===== src/verilog/corr_geometry_pkg.sv =====
//////////////////////////////
// fixed 3-line, 3-lag array; baselines run (0,1), (0,2), (1,2)
//////////////////////////////

`default_nettype none

package corr_geometry_pkg;

	localparam int num_lines = 3;
	localparam int num_lags = 3; // slots hold lags -1, 0, +1 in that order
	localparam int num_baselines = 3;
	localparam int num_counts = num_baselines * num_lags;

	// agreement counters saturate rather than wrap
	localparam int count_width = 12;
	localparam int count_max = 4095;

	localparam int index_width = 4; // must cover num_counts - 1

endpackage

`default_nettype wire


===== src/verilog/corr_control_pkg.sv =====
//////////////////////////////
// sequencer states and the integration length width
//////////////////////////////

`default_nettype none

package corr_control_pkg;

	// one pass is idle, integrate, readout and back to idle
	typedef enum logic [1:0] {
		st_idle,
		st_integrate,
		st_readout
	} seq_state_t;

	localparam int length_width = 16; // integration length in accepted samples

endpackage

`default_nettype wire


===== src/verilog/corr_lag_array.sv =====
//////////////////////////////
// 1-bit samples, one tap of history per line
// counters saturate at count_max and clear only on clear or reset
//////////////////////////////

`timescale 1ns/1ps
`default_nettype none

module corr_lag_array import corr_geometry_pkg::*; (
	input  wire logic                   clk,
	input  wire logic                   reset,
	input  wire logic                   clear,
	input  wire logic                   sample_take,
	input  wire logic [num_lines-1:0]   samples,
	input  wire logic [index_width-1:0] read_index,
	output logic      [count_width-1:0] read_count
);

	logic [num_lines-1:0] tap; // previous accepted sample of each line
	logic [num_counts-1:0] agree;
	logic [count_width-1:0] counts [num_counts];

	// one agreement bit per baseline and lag slot
	for (genvar b = 0; b < num_baselines; b++) begin : g_baseline
		localparam int line_a = (b == 2) ? 1 : 0;
		localparam int line_b = (b == 0) ? 1 : 2;

		// lag -1 pairs the older sample of the first line with the new one of the second
		assign agree[b * num_lags + 0] = (tap[line_a] == samples[line_b]);
		assign agree[b * num_lags + 1] = (samples[line_a] == samples[line_b]);
		assign agree[b * num_lags + 2] = (samples[line_a] == tap[line_b]);
	end

	always_ff @(posedge clk) begin
		if (!reset || clear) begin
			tap <= '0; // taps read 0 before the first sample
		end else if (sample_take) begin
			tap <= samples;
		end
	end

	always_ff @(posedge clk) begin
		for (int k = 0; k < num_counts; k++) begin
			if (!reset || clear) begin
				counts[k] <= '0;
			end else if (sample_take && agree[k]) begin
				if (counts[k] != count_width'(count_max)) begin
					counts[k] <= counts[k] + 1'b1;
				end
			end
		end
	end

	// the readout walks the counters one at a time
	assign read_count = counts[read_index];

endmodule

`default_nettype wire


===== src/verilog/corr_integration_timer.sv =====
//////////////////////////////
// length is latched on an idle start; later starts are ignored
//////////////////////////////

`timescale 1ns/1ps
`default_nettype none

module corr_integration_timer import corr_control_pkg::*; (
	input  wire logic                    clk,
	input  wire logic                    reset,
	input  wire logic                    start,
	input  wire logic [length_width-1:0] int_length,
	input  wire logic                    sample_take,
	input  wire seq_state_t              state,
	output logic                         length_zero,
	output logic                         last_sample
);

	logic [length_width-1:0] length_reg;
	logic [length_width-1:0] sample_count; // samples accepted so far in this run

	always_ff @(posedge clk) begin
		if (start && state == st_idle) begin
			length_reg <= int_length;
		end
	end

	always_ff @(posedge clk) begin
		if (!reset) begin
			sample_count <= '0;
		end else if (start && state == st_idle) begin
			sample_count <= '0;
		end else if (sample_take) begin
			sample_count <= sample_count + 1'b1;
		end
	end

	assign length_zero = (int_length == '0); // live value, checked with the start itself
	assign last_sample = sample_take && (sample_count == length_reg - 1'b1);

endmodule

`default_nettype wire


===== src/verilog/corr_sequencer.sv =====
//////////////////////////////
// start only counts in idle; clear is a one-cycle pulse with it
//////////////////////////////

`timescale 1ns/1ps
`default_nettype none

module corr_sequencer import corr_control_pkg::*; (
	input  wire logic clk,
	input  wire logic reset,
	input  wire logic start,
	input  wire logic length_zero,
	input  wire logic last_sample,
	input  wire logic last_word_taken,
	output seq_state_t state,
	output logic      clear
);

	seq_state_t state_next;

	always_comb begin
		state_next = state;
		unique case (state)
			st_idle: begin
				if (start) begin
					// a zero length skips straight to reading out the cleared counts
					state_next = length_zero ? st_readout : st_integrate;
				end
			end
			st_integrate: begin
				if (last_sample) begin
					state_next = st_readout;
				end
			end
			st_readout: begin
				if (last_word_taken) begin
					state_next = st_idle;
				end
			end
			default: state_next = st_idle;
		endcase
	end

	always_ff @(posedge clk) begin
		if (!reset) begin
			state <= st_idle;
		end else begin
			state <= state_next;
		end
	end

	assign clear = start && (state == st_idle); // counters and taps zero on the start edge

endmodule

`default_nettype wire


===== src/verilog/corr_readout.sv =====
//////////////////////////////
// nine words per run, index order baseline*3 + lag slot
//////////////////////////////

`timescale 1ns/1ps
`default_nettype none

module corr_readout
	import corr_geometry_pkg::*;
	import corr_control_pkg::*;
(
	input  wire logic                   clk,
	input  wire logic                   reset,
	input  wire seq_state_t             state,
	input  wire logic [count_width-1:0] read_count,
	input  wire logic                   out_ready,
	output logic      [index_width-1:0] read_index,
	output logic      [count_width-1:0] out_data,
	output logic                        out_valid,
	output logic                        out_last,
	output logic                        last_word_taken
);

	logic [index_width-1:0] index;

	always_ff @(posedge clk) begin
		if (!reset) begin
			index <= '0;
		end else if (state != st_readout) begin
			index <= '0; // every readout starts from the first counter
		end else if (out_valid && out_ready) begin
			index <= index + 1'b1;
		end
	end

	assign read_index = index;

	// counters are frozen during readout, so the word holds under back-pressure
	assign out_valid = (state == st_readout);
	assign out_data = read_count;
	assign out_last = out_valid && (index == index_width'(num_counts - 1));

	assign last_word_taken = out_last && out_ready;

endmodule

`default_nettype wire


===== src/verilog/corr_top.sv =====
//////////////////////////////
// 1-bit lines only; a new run needs a start in idle
//////////////////////////////

`timescale 1ns/1ps
`default_nettype none

module corr_top
	import corr_geometry_pkg::*;
	import corr_control_pkg::*;
(
	input  wire logic                    clk,
	input  wire logic                    reset,
	input  wire logic                    start,
	input  wire logic [length_width-1:0] int_length,
	input  wire logic [num_lines-1:0]    samples,
	input  wire logic                    sample_valid,
	input  wire logic                    out_ready,
	output logic                         busy,
	output logic                         sample_ready,
	output logic      [count_width-1:0]  out_data,
	output logic                         out_last,
	output logic                         out_valid
);

	seq_state_t state;
	logic clear;
	logic length_zero;
	logic last_sample;
	logic last_word_taken;
	logic sample_take;
	logic [index_width-1:0] read_index;
	logic [count_width-1:0] read_count;

	assign sample_ready = (state == st_integrate);
	assign sample_take = sample_valid && sample_ready; // one accepted sample
	assign busy = (state != st_idle);

	corr_sequencer u_sequencer (
		.clk(clk), .reset(reset), .start(start),
		.length_zero(length_zero), .last_sample(last_sample),
		.last_word_taken(last_word_taken),
		.state(state), .clear(clear)
	);

	corr_integration_timer u_timer (
		.clk(clk), .reset(reset), .start(start), .int_length(int_length),
		.sample_take(sample_take), .state(state),
		.length_zero(length_zero), .last_sample(last_sample)
	);

	corr_lag_array u_lag_array (
		.clk(clk), .reset(reset), .clear(clear), .sample_take(sample_take),
		.samples(samples), .read_index(read_index), .read_count(read_count)
	);

	corr_readout u_readout (
		.clk(clk), .reset(reset), .state(state), .read_count(read_count),
		.out_ready(out_ready), .read_index(read_index), .out_data(out_data),
		.out_valid(out_valid), .out_last(out_last),
		.last_word_taken(last_word_taken)
	);

endmodule

`default_nettype wire


===== config.mk =====
export PLATFORM = sky130hd
export DESIGN_NAME = corr_top
export DESIGN_NICKNAME = d
export VERILOG_FILES = /design/src/verilog/corr_geometry_pkg.sv /design/src/verilog/corr_control_pkg.sv /design/src/verilog/corr_lag_array.sv /design/src/verilog/corr_integration_timer.sv /design/src/verilog/corr_sequencer.sv /design/src/verilog/corr_readout.sv /design/src/verilog/corr_top.sv
export SDC_FILE = /design/constraint.sdc
export NUM_CORES = 1
export LEC_CHECK = 0
export CAP_MARGIN = 20
export CORE_AREA = 2 2 135 137
export CTS_CLUSTER_DIAMETER = 60
export DETAILED_ROUTE_END_ITERATION = 6
export DIE_AREA = 0 0 137 139
export DONT_BUFFER_PORTS = 1
export GPL_TIMING_DRIVEN = 0
export PLACE_DENSITY = 0.74
export SLEW_MARGIN = 20
export SYNTH_ARGS = -nofsm -noshare
export SYNTH_HDL_FRONTEND = slang
export SYNTH_SLANG_ARGS = --single-unit
export TNS_END_PERCENT = 10

===== constraint.sdc =====
create_clock -name clk -period 2.8 [get_ports clk]
set_input_delay 0.28 -clock clk [delete_from_list [all_inputs] [get_ports clk]]
set_output_delay 0.28 -clock clk [all_outputs]
set_load 0.05 [all_outputs]

==> out/qor.yml <==
largest_register_ffs: 108
yosysMostFrequentCell: "nor2_1"
synth_fp_nets: 846
synth_top_area_cell: "edfxtp_1"
place_area_um2: 8920
cts_buffer_depth: 2
final_antenna_net_count: 0
gp_congestion: 0.895
initial_core_util: 0.489
clkTransAtPathRegs_ps: 60
power_mw: 5.80
slew_headroom: 0.303
dieWidth_um: 137
critPathSlowestCell: "dfxtp_2"
cts_tree: "built"
root_buffer: "clkbuf_16"
hp-start: "out_ready"
cts_buffers: 17
cp_slowest_stage_delay_ps: 450
synth_xor_area_frac: 0.137
dieArea_um2: 19000
final-seq-area_um2: 4310
drv_slew: 0
drc_errors: 0
first_pass_iters: 6
yosys-top-cells-count: "149 x nor2_1, 124 x edfxtp_1, 78 x xor2_1, 73 x nand2_1, 57 x xnor2_1"
n_antenna_cell: 0
synth-seq-area-share: 0.499
ys_ff_latch: 153
crit_fanout: 10
status: "finished, final reports clean"
synthMuxAreaShare: 0.0777
reg2reg_depth: 7
synthDistinctLibCells: 52
fin_crit_sh: 0.959
grt_pass1_wl_um: 31500
syn_area_per_cell_um2: 10.7
synthAdderAreaFrac: 0.0188
drive_gt1_frac: 0.0970
cp.required_ps: 2520
fmax_mhz: 373
final_nets: 880
layout_min_cycle_time_ps: 2680
setup_viol: 0
cp-end-kind: "output pin"
grt_usage: 0.218
r2r_slack_ps: 160
maxCapViolCount: 0
wirelength_um: 20300
synth_top_family_by_area: "simple AND/OR/NAND/NOR gates"
synth_area_um2: 8630
hold_class: "in -> reg"
hold_viol_final: 0
dp_hpwl_um: 14600
portBuffers: 0
area_growth_pct: 14.0
grt_pass1_vias: 5962
final_cell_area_um2: 9850
powerDensity_nw_per_um2: 590
vias_per_cell: 5.89
cp-start-kind: "register"
grt_max_degree: 17
cts_htree_levels: 4
core_um2: 17700
crit_type: "reg -> out"
grt_overflow_total: 0
multiInputGateArea_um2: 4260
tightest_slew_ps: 1040
drt_iter0_drc: 484
die_y_um: 139
vias: 6394
synthCells: 809
clk_latency_ps: 430
total_leakage_power_nw: 3.26
synthSimpleGateAreaFrac: 0.211
path_cells: "clkbuf_4 > clkbuf_2 > mux4_2 > mux2i_1 > o21ai_4"
min_path_cells: 2
r2r_start: "u_sequencer.state[0]$_SDFFE_PN0P_"
ys_top_cells_by_area: "edfxtp_1 43%, xor2_1 7.9%, dfxtp_1 6.7%, nor2_1 6.5%, mux4_2 6.3%"
cp.arrival_ps: 2400
cts_sinks: 153
wl_per_cell_um: 18.7
synth_edf_count: 124
synth_compound_gate_area_share: 0.0355
rsz0062_at_grt: "false"
num_rows: 49
yosys_warnings: 0
synth_top_cell_area_share: 0.431
rr_endpoint: "u_sequencer.state[1]$_SDFFE_PN0P_"
fin_worst_skew_ps: 7.91
io_pins: 40
synthFlopType: "edfxtp_1"
ir_worst_vdd_mv: 0.486
async_flop_share: 0
fillers: 1480
antenna_found_initial: 0
-- cell families after synthesis --
kind of cell             Yosys count
AO/OA/AOI/OAI                     47
XOR/XNOR                         135
adder cells (fa/ha/maj)           13
buffers and inverters             50
flip-flops                       153
multiplexers                      37
AND/OR/NAND/NOR                  374
-- critical path, delay by kind of cell, from the launching register on --
kind	cells	cell delay, ps
AOI/OAI and AO/OA	1	190
buffers and inverters	2	590
DFF	1	450
muxes	2	730
-- area by class of cell --
cell class / count / area share
Inverter: 17 / 0.00686
Clock inverter: 10 / 0.00991
Sequential cell: 153 / 0.437
Multi-Input combinational cell: 606 / 0.433
Clock buffer: 22 / 0.0538
Timing Repair Buffer: 17 / 0.0174
Tap cell: 229 / 0.0291
Buffer: 31 / 0.0130
-- layer usage --
| metal | track usage | vias to the layer above | wire (um) |
|---|---|---|---|
| met1 | 0.300 | 3113 | 8810 |
| met5 | 0 | - | 0 |
| li1 | - | 2974 | - |
| met3 | 0.0398 | 42 | 1360 |
| met4 | 0.0917 | 0 | 640 |
| met2 | 0.339 | 265 | 9500 |
-- layout by cell type (no fill, tap or decap), types with 3 or more instances in the layout --
cell type,Yosys,routed
a21oi_1,9,9
and2_1,4,4
and3_1,15,15
and4_1,22,22
clkbuf_1,28,25
clkbuf_16,0,21
dfxtp_1,29,27
dlygate4sd3_1,0,16
edfxtp_1,124,124
ha_1,13,13
inv_1,17,16
inv_6,0,3
mux2i_1,13,12
mux4_2,24,24
nand2_1,73,72
nand2b_1,3,3
nand3_1,49,49
nand4_1,22,22
nor2_1,149,149
nor3_1,6,6
nor4_1,4,4
o21ai_0,19,7
o21ai_2,0,4
o21ai_4,0,7
or2_1,4,4
or3_1,6,6
xnor2_1,57,57
xor2_1,78,78
-- how the worst max path moves through the flow --
stage                         to  cells past startpoint
finish               out_data[9]                      5
global route        out_data[10]                      5
CTS                 out_data[11]                      3
detailed placement   out_data[7]                      6
global placement     out_data[0]                      6
floorplan            out_data[3]                      6
-- power breakdown --
group	internal, mW	switching, mW
registers	2.64	0.214
logic	0.204	0.337
clock network	1.45	0.967
-- through the flow --
stage,TNS [ps],cells,hold WS [ps],setup WS [ps],utilization
global route,0,1085,40.9,6.64,0.558
global placement,-7880,1038,379,-907,0.505
floorplan,-1500,809,379,-376,-
CTS,0,1084,24.8,29.6,0.556
finish,0,1085,42.8,116,0.558
detailed placement,-6150,1038,379,-551,0.505
-- repair_timing --
item / 4_1_cts / 5_1_grt
pin swaps: 0 / 0
buffers inserted: 0 / 0
hold buffers: 16 / 0
resized for setup: 27 / 4
setup endpoints to repair: 14 / 10
endpoints found under the hold margin: 16 / 0
No activity file was read; power rests on OpenSTA's default activity.
